<file path="src/source/fp_add_macros.svh">
`ifndef FP_ADD_MACROS_SVH
`define FP_ADD_MACROS_SVH

// Single-precision word layout
`define FP_WIDTH        32
`define FP_EXP_WIDTH    8
`define FP_FRAC_WIDTH   23

// Fraction with the hidden one in front
`define FP_MANT_WIDTH   24

`define FP_SIGN_BIT     31

// Enough for a count of 0 to 24
`define FP_LZC_WIDTH    5

`endif
</file>
<file path="src/source/fp_add_pkg.sv">
`default_nettype none

`include "fp_add_macros.svh"

package fp_add_pkg;

    typedef logic [`FP_WIDTH-1:0]      fp_word_t;
    typedef logic [`FP_EXP_WIDTH-1:0]  fp_exp_t;
    typedef logic [`FP_FRAC_WIDTH-1:0] fp_frac_t;
    typedef logic [`FP_MANT_WIDTH-1:0] fp_mant_t;
    typedef logic [`FP_LZC_WIDTH-1:0]  fp_shift_t;

    // One operation walks through every state in turn
    typedef enum logic [2:0] {
        IDLE,
        ALIGN,
        ADD,
        NORM,
        DONE
    } ctrl_state_t;

endpackage

`default_nettype wire

</file>
<file path="src/source/fp_add_top.sv">
`timescale 1ns/1ps
`default_nettype none

module fp_add_top (
    input  logic                clk,
    input  logic                rst,
    input  logic                req,
    output logic                ack,
    input  fp_add_pkg::fp_word_t operand_a,
    input  fp_add_pkg::fp_word_t operand_b,
    output fp_add_pkg::fp_word_t sum
);

    logic                 align_en;
    logic                 add_en;
    logic                 norm_en;
    fp_add_pkg::fp_mant_t aligned_a;
    fp_add_pkg::fp_mant_t aligned_b;
    fp_add_pkg::fp_exp_t  common_exp;
    logic                 sign_a;
    logic                 sign_b;
    fp_add_pkg::fp_mant_t raw_mant;
    logic                 carry;
    logic                 result_sign;
    fp_add_pkg::fp_exp_t  result_exp;

    fp_handshake_ctrl u_ctrl (
        .clk      (clk),
        .rst      (rst),
        .req      (req),
        .ack      (ack),
        .align_en (align_en),
        .add_en   (add_en),
        .norm_en  (norm_en)
    );

    fp_align u_align (
        .clk        (clk),
        .rst        (rst),
        .align_en   (align_en),
        .operand_a  (operand_a),
        .operand_b  (operand_b),
        .aligned_a  (aligned_a),
        .aligned_b  (aligned_b),
        .common_exp (common_exp),
        .sign_a     (sign_a),
        .sign_b     (sign_b)
    );

    fp_mant_addsub u_addsub (
        .clk         (clk),
        .rst         (rst),
        .add_en      (add_en),
        .aligned_a   (aligned_a),
        .aligned_b   (aligned_b),
        .common_exp  (common_exp),
        .sign_a      (sign_a),
        .sign_b      (sign_b),
        .raw_mant    (raw_mant),
        .carry       (carry),
        .result_sign (result_sign),
        .result_exp  (result_exp)
    );

    fp_normalize u_norm (
        .clk         (clk),
        .rst         (rst),
        .norm_en     (norm_en),
        .raw_mant    (raw_mant),
        .carry       (carry),
        .result_sign (result_sign),
        .result_exp  (result_exp),
        .sum         (sum)
    );

endmodule

`default_nettype wire

</file>
<file path="src/source/fp_normalize.sv">
`timescale 1ns/1ps
`default_nettype none

`include "fp_add_macros.svh"

module fp_normalize (
    input  logic                clk,
    input  logic                rst,
    input  logic                norm_en,
    input  fp_add_pkg::fp_mant_t raw_mant,
    input  logic                carry,
    input  logic                result_sign,
    input  fp_add_pkg::fp_exp_t  result_exp,
    output fp_add_pkg::fp_word_t sum
);

    fp_add_pkg::fp_shift_t lz_count;
    fp_add_pkg::fp_mant_t  shifted_mant;
    fp_add_pkg::fp_frac_t  frac_next;
    fp_add_pkg::fp_exp_t   exp_next;
    fp_add_pkg::fp_word_t  sum_next;
    logic                  found;

    // Leading-zero count is 24 for an all-zero mantissa
    always_comb begin
        lz_count = '0;
        found    = 1'b0;
        for (int i = `FP_MANT_WIDTH - 1; i >= 0; i--) begin
            if (!found) begin
                if (raw_mant[i]) begin
                    found = 1'b1;
                end else begin
                    lz_count = lz_count + 1'b1;
                end
            end
        end
    end

    always_comb begin
        shifted_mant = raw_mant << lz_count;
        if (carry) begin
            // Carry out becomes the new hidden one and the low bit drops
            frac_next = raw_mant[`FP_MANT_WIDTH-1:1];
            exp_next  = result_exp + 1'b1;
        end else begin
            frac_next = shifted_mant[`FP_FRAC_WIDTH-1:0];
            exp_next  = result_exp
                      - {{(`FP_EXP_WIDTH - `FP_LZC_WIDTH){1'b0}}, lz_count};
        end

        // Exact cancellation
        if (!carry && !found) begin
            sum_next = '0;
        end else begin
            sum_next = {result_sign, exp_next, frac_next};
        end
    end

    always_ff @(posedge clk) begin
        if (rst) begin
            sum <= '0;
        end else if (norm_en) begin
            sum <= sum_next;
        end
    end

endmodule

`default_nettype wire

</file>
<file path="src/source/fp_mant_addsub.sv">
`timescale 1ns/1ps
`default_nettype none

module fp_mant_addsub (
    input  logic                clk,
    input  logic                rst,
    input  logic                add_en,
    input  fp_add_pkg::fp_mant_t aligned_a,
    input  fp_add_pkg::fp_mant_t aligned_b,
    input  fp_add_pkg::fp_exp_t  common_exp,
    input  logic                sign_a,
    input  logic                sign_b,
    output fp_add_pkg::fp_mant_t raw_mant,
    output logic                carry,
    output logic                result_sign,
    output fp_add_pkg::fp_exp_t  result_exp
);

    fp_add_pkg::fp_mant_t mant_next;
    logic                 carry_next;
    logic                 sign_next;

    always_comb begin
        if (sign_a == sign_b) begin
            {carry_next, mant_next} = aligned_a + aligned_b;
            sign_next = sign_a;
        end else begin
            carry_next = 1'b0;
            // Larger magnitude minus smaller with the sign of the larger
            if (aligned_a > aligned_b) begin
                mant_next = aligned_a - aligned_b;
                sign_next = sign_a;
            end else if (aligned_b > aligned_a) begin
                mant_next = aligned_b - aligned_a;
                sign_next = sign_b;
            end else begin
                mant_next = '0;
                sign_next = 1'b0;
            end
        end
    end

    always_ff @(posedge clk) begin
        if (rst) begin
            raw_mant    <= '0;
            carry       <= 1'b0;
            result_sign <= 1'b0;
            result_exp  <= '0;
        end else if (add_en) begin
            raw_mant    <= mant_next;
            carry       <= carry_next;
            result_sign <= sign_next;
            result_exp  <= common_exp;
        end
    end

endmodule

`default_nettype wire

</file>
<file path="src/source/fp_align.sv">
`timescale 1ns/1ps
`default_nettype none

`include "fp_add_macros.svh"

module fp_align (
    input  logic                clk,
    input  logic                rst,
    input  logic                align_en,
    input  fp_add_pkg::fp_word_t operand_a,
    input  fp_add_pkg::fp_word_t operand_b,
    output fp_add_pkg::fp_mant_t aligned_a,
    output fp_add_pkg::fp_mant_t aligned_b,
    output fp_add_pkg::fp_exp_t  common_exp,
    output logic                sign_a,
    output logic                sign_b
);

    fp_add_pkg::fp_exp_t   exp_a;
    fp_add_pkg::fp_exp_t   exp_b;
    fp_add_pkg::fp_mant_t  mant_a;
    fp_add_pkg::fp_mant_t  mant_b;
    fp_add_pkg::fp_exp_t   exp_diff;
    fp_add_pkg::fp_shift_t shift_amt;
    fp_add_pkg::fp_mant_t  small_mant;
    fp_add_pkg::fp_mant_t  small_shifted;
    logic                  a_larger;

    always_comb begin
        exp_a  = operand_a[`FP_SIGN_BIT-1 -: `FP_EXP_WIDTH];
        exp_b  = operand_b[`FP_SIGN_BIT-1 -: `FP_EXP_WIDTH];
        // Hidden one set even for exponent 0
        mant_a = {1'b1, operand_a[`FP_FRAC_WIDTH-1:0]};
        mant_b = {1'b1, operand_b[`FP_FRAC_WIDTH-1:0]};

        a_larger   = (exp_a >= exp_b);
        exp_diff   = a_larger ? (exp_a - exp_b) : (exp_b - exp_a);
        shift_amt  = exp_diff[`FP_LZC_WIDTH-1:0];
        small_mant = a_larger ? mant_b : mant_a;

        // Truncating shift drops everything past the mantissa width
        if (exp_diff >= `FP_MANT_WIDTH) begin
            small_shifted = '0;
        end else begin
            small_shifted = small_mant >> shift_amt;
        end
    end

    always_ff @(posedge clk) begin
        if (rst) begin
            aligned_a  <= '0;
            aligned_b  <= '0;
            common_exp <= '0;
            sign_a     <= 1'b0;
            sign_b     <= 1'b0;
        end else if (align_en) begin
            aligned_a  <= a_larger ? mant_a : small_shifted;
            aligned_b  <= a_larger ? small_shifted : mant_b;
            common_exp <= a_larger ? exp_a : exp_b;
            sign_a     <= operand_a[`FP_SIGN_BIT];
            sign_b     <= operand_b[`FP_SIGN_BIT];
        end
    end

endmodule

`default_nettype wire

</file>
<file path="src/source/fp_handshake_ctrl.sv">
`timescale 1ns/1ps
`default_nettype none

module fp_handshake_ctrl (
    input  logic clk,
    input  logic rst,
    input  logic req,
    output logic ack,
    output logic align_en,
    output logic add_en,
    output logic norm_en
);

    fp_add_pkg::ctrl_state_t state;
    fp_add_pkg::ctrl_state_t next_state;

    always_comb begin
        next_state = state;
        case (state)
            fp_add_pkg::IDLE: begin
                // Wait for the previous ack to clear first
                if (req && !ack) begin
                    next_state = fp_add_pkg::ALIGN;
                end
            end
            fp_add_pkg::ALIGN: next_state = fp_add_pkg::ADD;
            fp_add_pkg::ADD:   next_state = fp_add_pkg::NORM;
            fp_add_pkg::NORM:  next_state = fp_add_pkg::DONE;
            fp_add_pkg::DONE: begin
                if (!req) begin
                    next_state = fp_add_pkg::IDLE;
                end
            end
            default: next_state = fp_add_pkg::IDLE;
        endcase
    end

    always_ff @(posedge clk) begin
        if (rst) begin
            state <= fp_add_pkg::IDLE;
            ack   <= 1'b0;
        end else begin
            state <= next_state;
            // One cycle behind DONE, so ack also lags the req drop by one
            ack   <= (state == fp_add_pkg::DONE);
        end
    end

    assign align_en = (state == fp_add_pkg::ALIGN);
    assign add_en   = (state == fp_add_pkg::ADD);
    assign norm_en  = (state == fp_add_pkg::NORM);

endmodule

`default_nettype wire

</file>
<file path="config.mk">
export PLATFORM = sky130hd
export DESIGN_NAME = fp_add_top
export DESIGN_NICKNAME = d
export VERILOG_FILES = /design/src/source/fp_add_pkg.sv /design/src/source/fp_add_top.sv /design/src/source/fp_normalize.sv /design/src/source/fp_mant_addsub.sv /design/src/source/fp_align.sv /design/src/source/fp_handshake_ctrl.sv
export VERILOG_INCLUDE_DIRS = /design/src /design/src/source
export SDC_FILE = /design/constraint.sdc
export NUM_CORES = 1
export LEC_CHECK = 0
export ABC_AREA = 1
export BUFFER_PORTS_ARGS = -buffer_cell sky130_fd_sc_hd__buf_4
export CORE_UTILIZATION = 30
export DETAILED_ROUTE_END_ITERATION = 8
export PLACE_DENSITY = 0.49
export SLEW_MARGIN = 20
export SYNTH_ARGS = -nofsm -noshare
export SYNTH_HDL_FRONTEND = slang
export SYNTH_SLANG_ARGS = --single-unit
export TNS_END_PERCENT = 100
</file>
<file path="constraint.sdc">
create_clock -name clk -period 11.5 [get_ports clk]
set_input_delay 1.15 -clock clk [delete_from_list [all_inputs] [get_ports clk]]
set_output_delay 1.15 -clock clk [all_outputs]
set_load 0.02 [all_outputs]
</file>
### Word level (Yosys, flattened, before mapping)

Index checks and enable logic that the tools add are counted.
Widths: inputs -> output; s select.

* $add $sub $neg: 30
* $mul: 0
* div/mod/pow operators: 0
* $lt $le $gt $ge: 4
* eq/ne operators: 7
* shift-type cells: 2
* mux-type cells: 113
* bitwise logic cells: 0
* reductions and logical operators: 7

Operators by type and width (number)
* $mux 5: 46
* $mux 24: 6
* $add 5x1->5 const B: 22
* $mux 1: 52
* $gt 24x24->1: 2
* $sub 24x24->24: 2
* $mux 23: 2
* $mux 32: 1
* $add 24x24->25: 1
* $mux 8: 3
* $shl 24x5->23: 1
* $shr 24x5->24: 1
* $sub 8x8->8: 2
* $pmux 3 s5: 1
* $add 8x1->8 const B: 1
* $ge 8x5->1 const B: 1
* $ge 8x8->1: 1
* $sub 8x5->8: 1
* $eq 3x2->1 const B: 2
* $mux 3: 2
* $eq 3x1->1 const B: 1
* $eq 3x3->1 const B: 1
* $logic_not 1->1: 3
* $logic_not 3->1: 1
* other kinds (6): 7

* bits in registers: 128
* latch bits: 0
* memory bits (writable): 0
* memory bits (read-only): 0
* input port bits: 67
* output and inout port bits: 33
* word-level logic and storage cells: 175
* memories kept: 0

### Logic depth before layout (Yosys ltp)

Gate-level depths: netlist of run 1.

* word-level depth: 73
* mapped depth: 84

### By module

Synthesis of run 1 repeated with hierarchy kept, for this count alone.

* cells, all modules: 3121
* area total of the unflattened synthesis: 17367.9 µm²

Modules (own cells, without submodules)
* fp_mant_addsub: times used 1, cells each 1227, area an instance 6505.0 µm², seq. area each 680.7 µm²
* fp_normalize: times used 1, cells each 1002, area an instance 5587.9 µm², seq. area each 640.6 µm²
* fp_align: times used 1, cells each 869, area an instance 5109.9 µm², seq. area each 1161.1 µm²
* fp_handshake_ctrl: times used 1, cells each 23, area an instance 165.2 µm², seq. area each 80.1 µm²

### Worst setup path before layout of run 1

No wires, ideal clock.

* path kind: reg-to-reg
* from: register u_addsub.raw_mant[22]
* to: register u_norm.sum[30]
* setup time: 0.070 ns
* data arrival time: 10.262 ns
* data required time: 11.430 ns
* setup slack: 1.169 ns
* cell stages (with the launch flop): 81
* path buffers: 2
* period minus slack after synthesis: 10.331 ns
* cells stage by stage: dfxtp_1 -> inv_1 -> a21oi_1 -> ha_1 -> o21ai_0 -> inv_1 -> ha_1 -> inv_1 -> nand2_1 -> nand2_1 -> nand2_1 -> nand2_1 -> inv_1 -> o21bai_1 -> ha_1 -> nand2_1 -> nand2_1 -> inv_1 -> [45 not listed] -> buf_4 -> buf_8 -> ha_1 -> inv_1 -> nor2_1 -> ha_1 -> a21oi_1 -> o21bai_1 -> a21oi_1 -> o21bai_1 -> nand2_1 -> nand2_1 -> a21oi_1 -> xor2_1 -> inv_1 -> nand2_1 -> nand3_1 -> a21oi_1

* cells in the longest elaborated chain, start to end: 71
* elaborated cells between the ends (all ways): 97

RTL lines
* start, declared: RTL line fp_mant_addsub.sv:13 `output fp_add_pkg::fp_mant_t raw_mant,`
* start signal, assigned: RTL line fp_mant_addsub.sv:50 `raw_mant <= mant_next;`
* $mux 5: RTL line fp_normalize.sv:30 `if (raw_mant[i]) begin`
* $mux 5: RTL line fp_normalize.sv:29 `if (!found) begin`
* $add 5x1->5: RTL line fp_normalize.sv:33 `lz_count = lz_count + 1'b1;`
* $mux 5: RTL line fp_normalize.sv:30
* $mux 5: RTL line fp_normalize.sv:29
* $add 5x1->5: RTL line fp_normalize.sv:33
* $mux 5: RTL line fp_normalize.sv:30
* $mux 5: RTL line fp_normalize.sv:29
* [55 not listed]
* $mux 5: RTL line fp_normalize.sv:30
* $mux 5: RTL line fp_normalize.sv:29
* $add 5x1->5: RTL line fp_normalize.sv:33
* $mux 5: RTL line fp_normalize.sv:30
* $mux 5: RTL line fp_normalize.sv:29
* $sub 8x5->8: RTL line fp_normalize.sv:47 `exp_next = result_exp`
* $mux 8: RTL line fp_normalize.sv:41 `if (carry) begin`
* $mux 32 *: RTL line fp_normalize.sv:52 `if (!carry && !found) begin`
* end signal, assigned: RTL line fp_normalize.sv:63 `sum <= sum_next;`
* end, declared: RTL line fp_normalize.sv:14 `output fp_add_pkg::fp_word_t sum`

Every way passes the cells marked *; elsewhere a longest branch is shown, timed or not.
A chain may end at the register's enable or synchronous reset.

### Final worst setup path of run 1

Ends and elaborated chain as after synthesis.

==> results of run 1 <==
[power groups by stage]
stage | registers (mW) | logic, mW | clock network [mW]
detailed placement | 0.525 | 4.23 | 0
finish | 0.515 | 4.39 | 0.593
floorplan | 0.524 | 3.42 | 0
CTS | 0.515 | 4.25 | 0.607
global placement | 0.523 | 4.22 | 0
global route | 0.520 | 4.96 | 0.625
[layer usage]
layer,GRT usage (%),share of wire [%],vias to the layer above
met5,0,0,-
met4,5.63,1.8,0
met3,1.97,3.2,45
met2,34.3,47,285
met1,27.1,48,6946
li1,-,-,7857
[sequential cells by signal, indices dropped and copies added, names as in the netlist, 3 cells and up]
register,flops
u_addsub.result_exp,8
u_align.common_exp,8
u_ctrl.state,3
u_align.aligned_b,24
u_addsub.raw_mant,24
u_align.aligned_a,24
u_norm.sum,32
[stage by stage]
stage	util (%)	hold slack [ns]
after global routing	34.5	0.479
after CTS	34.3	0.469
final	34.5	0.464
after global placement	32.9	0.457
after detailed placement	33.0	0.459
after floorplan	-	0.441
[timing repair]
item / 4_1_cts / 5_1_grt
gates resized for setup: 0 / 22
endpoints found under the setup margin: 0 / 8
setup buffers: 0 / 5
[worst reg2reg max path: cells and delay by family, from the launching register on]
kind            cells  cell delay [ns]
buf+inv            14             0.83
flops               1             0.37
simple gates       33             2.91
fa+ha+maj          15             4.18
compound gates     14             1.94
xor+xnor            1             0.20
[cell type report]
class	instances	share of cell area (%)
multi-input combinational	1807	62.6
sequential	128	16.0
inverter	290	6.90
timing repair buffer	125	5.92
tap	607	4.73
clock buffer	17	2.65
clock inverter	15	1.22
[kinds of logic (layout without fill, tap and decap cells)]
kind of cell	after synthesis	after routing	synth area share (%)
flops	128	128	18.1
simple gates	1000	1000	30.8
fa+ha+maj	121	121	11.0
compound gates	634	634	25.2
xor+xnor	46	46	2.84
mux	6	6	0.432
buf+inv	394	447	11.6
[worst paths after layout]
check / slack [ns] / endpoint / from / depth (start not counted)
setup / recovery: 0.95 / u_norm.sum[30] / u_addsub.raw_mant[22] / 77
hold / removal: 0.46 / u_norm.sum[24] / u_norm.sum[24] / 2
setup reg to reg: 0.95 / u_norm.sum[30] / u_addsub.raw_mant[22] / 77
hold reg to reg: 0.46 / u_norm.sum[24] / u_norm.sum[24] / 2
[cell usage in the layout (no fill, tap or decap), drive strengths merged, types with 2 or more instances in the layout]
cell type and count:
nor3 8, nor2 166, nand4 26, inv 290
dfxtp 128, nand3 154, a31oi 34, o221ai 8
o311ai 3, o221a 2, o31ai 2, xor2 40
nand2 629, a31o 2, or2 13, buf 125
a211oi 10, xnor2 6, o22ai 24, o211ai 20
clkinv 10, fa 6, nor4 2, clkinvlp 2
bufinv 3, o21a 5, ha 115, o2111ai 2
a22oi 23, a21oi 258, o21ai 212, o21bai 9
a221oi 17, mux2i 5, nand3b 2, clkbuf 17
==> metrics.yaml, run 1 <==
logic_synthesis:
  synth_top_area_share_pct: 18.1
  synth_area_leader_cell: "dfxtp_1"
  avgSynthCellArea_um2: 6.09
  synth.area.top_cells: "dfxtp_1 (18%), nand2_1 (16%), ha_1 (10%), a21oi_1 (9.0%), inv_1 (6.9%)"
  yosys_warnings: 0
  synthCells: 2329
  synth-seq-cells: 128
  ys_seq_area_share_pct: 18.1
  yosysUniqueCellTypes: 59
  yosys.cell_count.top_type: "nand2_1"
  ys_top_cells_by_count: "nand2_1 (609), inv_1 (261), a21oi_1 (256), o21ai_0 (190), nand3_1 (147)"
  synth_ff_type: "dfxtp_1"
  synthesis.area_mm2: 0.0142
  ys_async_sr_fraction_pct: 0
  synth_nets: 2517
  synth_edf_count: 0
final_layout:
  nNetsFinal: 2557
  syn2layout_area_growth_pct: 13.3
  fillerInstances: 5242
  ff_latch_area_mm2: 0.00257
  multi_input_area_mm2: 0.0101
  postLayoutCellArea_mm2: 0.0161
  final_cells: 2989
  drive_gt1_share_pct: 11.0
  n_antenna_cell: 0
critical_path:
  path_class: "reg2reg"
  start_kind: "flop"
  slowest_stage: "dfxtp_4"
  crit_buf_inv: 14
  max_stage_delay_ns: 0.37
  cp_max_fo: 4
  cp-end-kind: "flop"
  critical_path_arrival_ns: 10.84
  cp_common_cell: "nand2_1"
  cp.required_ns: 11.79
  crit_family: "adder cells"
die:
  initial_core_util_pct: 30.5
  design.core.area_mm2: 0.0466
  io_pins: 100
  die_x_um: 219
  die_h_um: 219
  die_area_mm2: 0.0482
  placementRows: 79
grt:
  grt_pass1_wl_mm: 77.3
  grt_max_degree: 96
  grt_pass1_vias: 14533
  grt_use_total_pct: 20.2
  grt_antenna_before_repair: 0
  gr-total-overflow: 0
power_and_ir_drop:
  p_seq_share_pct: 9.4
  power_mw: 5.50
  p_leak_nw: 7.57
  p_comb_share_pct: 79.8
  switching_share_pct: 59.3
  clockPowerShare_pct: 10.8
  power_density_mw_per_mm2: 342
  p_int_mw: 2.24
  p_switching_mw: 3.26
  irDropWorstVdd_v: 0.000299
routing:
  drcViolationCount: 0
  final_antenna_net_count: 0
  first_pass_iters: 5
  viasPerCell: 5.06
  wl_mm: 48.2
  drt_iter0_drc: 951
  via_count: 15133
  wl_per_cell_um: 16.1
timing:
  hold_viol: 0
  fin_ws_ns: 0.950
  setup_violations: 0
  fmax_mhz: 94.8
  worstMarginPinSlew_ns: 1.10
  timing.setup.tns_ns: 0
  finalCriticalPeriod_ns: 10.55
  finalMaxSlewViolations: 0
  clock_skew_ns: 0.0184
  period_share_pct: 91.7
  slew_headroom_pct: 26.6
run:
  drv_cap: 0
place:
  gp_congestion: 0.941
  place_inst: 2952
  dp_hpwl_mm: 38.9
  dp_slack_ns: 0.302
  dpl_cell_area_mm2: 0.0153
  io_buffer_count: 99
clock_tree:
  cts_tree: "done"
  insertion_delay_ns: 0.45
  htreeDepth: 4
  root_buffer: "clkbuf_16"
  cts.path.max_buffers: 2
  clock_sinks: 128
  hold_buffers: 0
  cts_buffers: 17
  clk_pin_slew_ns: 0.07
worst_hold_path:
  hold_path_class: "reg2reg"
status:
  outcome: "finished, final reports clean"
Power figures use the tool's default switching activity.
==> run 2: changes to the inputs <==
--- a/config.mk
+++ b/config.mk
@@ -7,7 +7,7 @@
 export NUM_CORES = 1
 export LEC_CHECK = 0
 export ABC_AREA = 1
-export BUFFER_PORTS_ARGS = -buffer_cell sky130_fd_sc_hd__buf_4
+export BUFFER_PORTS_ARGS = -buffer_cell sky130_fd_sc_hd__buf_2
 export CORE_UTILIZATION = 30
 export DETAILED_ROUTE_END_ITERATION = 8
 export PLACE_DENSITY = 0.49
==> metrics.yaml, run 2 (synthesis gave the netlist of run 1 again) <==
clock_tree:
  insertion_delay_ns: 0.44
  cts_tree: "done"
  root_buffer: "clkbuf_16"
  hold_buffers: 0
  clock_sinks: 128
  htreeDepth: 4
  cts.path.max_buffers: 2
  cts_buffers: 17
  clk_pin_slew_ns: 0.06
run:
  drv_cap: 0
grt:
  gr-total-overflow: 0
  grt_pass1_wl_mm: 76.5
  grt_pass1_vias: 14507
  grt_max_degree: 100
  grt_antenna_before_repair: 0
  grt_use_total_pct: 19.9
critical_path:
  cp-end-kind: "flop"
  start_kind: "flop"
  r2r_end: "u_norm.sum[30]"
  cp.required_ns: 11.82
  critical_path_arrival_ns: 10.84
  slowest_stage: "dfxtp_4"
  reg2reg_from: "u_addsub.raw_mant[22]"
  cp_common_cell: "nand2_1"
  r2r_slack_ns: 0.98
  reg2regPathDepth: 77
  path_class: "reg2reg"
  cp_max_fo: 4
  max_stage_delay_ns: 0.37
worst_hold_path:
  hold_path_end: "u_norm.sum[11]"
  hold_path_class: "reg2reg"
  worstHoldStart: "u_norm.sum[11]"
  min_path_cells: 2
final_layout:
  final_cells: 2987
  final_util_pct: 33.8
  n_antenna_cell: 0
  drive_gt1_share_pct: 10.6
  layout_common_cells: "nand2_1 (609), inv_1 (260), a21oi_1 (255)"
  top_register: "u_norm.sum"
  largest_register_ffs: 32
  final_common_cell: "nand2_1"
  nNetsFinal: 2556
  syn2layout_area_growth_pct: 11.0
power_and_ir_drop:
  power_density_mw_per_mm2: 341
  p_int_mw: 2.15
  switching_share_pct: 60.0
  p_seq_share_pct: 9.6
  p_comb_share_pct: 80.3
  irDropWorstVdd_v: 0.000483
  p_switching_mw: 3.23
  p_leak_nw: 7.49
  clockPowerShare_pct: 10.1
  power_mw: 5.37
timing:
  worstMarginPinSlew_ns: 1.05
  slew_headroom_pct: 29.8
  finalMaxSlewViolations: 0
  period_share_pct: 91.5
  finalCriticalPeriod_ns: 10.52
  fin_ws_ns: 0.976
  clock_skew_ns: 0.0110
  timing.setup.tns_ns: 0
  hold_viol: 0
  fmax_mhz: 95.0
  setup_violations: 0
routing:
  wl_per_cell_um: 16.0
  via_count: 15243
  wl_mm: 47.8
  viasPerCell: 5.10
  first_pass_iters: 6
  drt_iter0_drc: 1015
  drcViolationCount: 0
  final_antenna_net_count: 0
place:
  place_inst: 2952
  dp_hpwl_mm: 38.7
  io_buffer_count: 99
  gp_congestion: 0.950
  dp_slack_ns: 0.276
die:
  die_area_mm2: 0.0482
  design.core.area_mm2: 0.0466
  initial_core_util_pct: 30.5
  die_x_um: 219
  io_pins: 100
  placementRows: 79
  die_h_um: 219
status:
  outcome: "finished, final reports clean"
-- run 2: cell count changes in the layout (fill, tap and decap cells not counted), sizes merged --
cell | previous run | this run
bufinv | 3 | 2
clkinv | 10 | 13
buf | 125 | 124
inv | 290 | 285
clkbuf | 17 | 19
-- run 2: timing repair --
item                                   4_1_cts  5_1_grt
buffers inserted                             0        3
endpoints found under the hold margin        0        0
gates resized for setup                      0       17
setup endpoints to repair                    0        7
-- run 2: worst max-delay path by stage --
| stage | start | endpoint | slack [ns] |
|---|---|---|---|
| global route | u_addsub.raw_mant[22] | u_norm.sum[30] | -0.01 |
| global placement | u_addsub.raw_mant[22] | u_norm.sum[30] | 0.56 |
| floorplan | u_addsub.raw_mant[22] | u_norm.sum[30] | 1.17 |
| CTS | u_addsub.raw_mant[22] | u_norm.sum[30] | 0.25 |
| finish | u_addsub.raw_mant[22] | u_norm.sum[30] | 0.98 |
| detailed placement | u_addsub.raw_mant[22] | u_norm.sum[30] | 0.28 |
-- run 2: cell type report --
type / count / area [µm²]
Tap cell: 607 / 759
Timing Repair Buffer: 124 / 706
Clock inverter: 12 / 134
Multi-Input combinational cell: 1807 / 10000
Sequential cell: 128 / 2570
Inverter: 290 / 1110
Clock buffer: 19 / 433
Fill cell: 5294 / 30800
-- run 2: worst max-delay path: cells and delay by family (launching register included) --
kind                     cells  cell delay [ns]
flip-flops                   1             0.37
AO/OA/AOI/OAI               14             2.01
buffers and inverters       14             0.79
adder cells (fa/ha/maj)     15             4.16
AND/OR/NAND/NOR             33             2.90
XOR/XNOR                     1             0.22
-- run 2: metal layers --
metal	track usage [%]	up-vias	share of wire, %
met4	6.41	0	2.1
li1	-	7877	-
met2	33.1	323	46
met1	27.0	6992	48
met3	1.47	51	3.3
met5	0	-	0
-- run 2: power by group through the flow --
stage | registers, mW | clock network (mW) | logic [mW]
after floorplan | 0.524 | 0 | 3.42
after global placement | 0.523 | 0 | 4.20
after detailed placement | 0.524 | 0 | 4.19
after CTS | 0.515 | 0.555 | 4.21
after global routing | 0.520 | 0.570 | 4.86
final | 0.515 | 0.541 | 4.32
-- run 2: metrics by stage --
step                hold slack, ns  area, µm²
CTS                          0.468      15700
global route                 0.473      15800
global placement             0.452      15100
finish                       0.462      15800
detailed placement           0.458      15100
floorplan                    0.441      14200
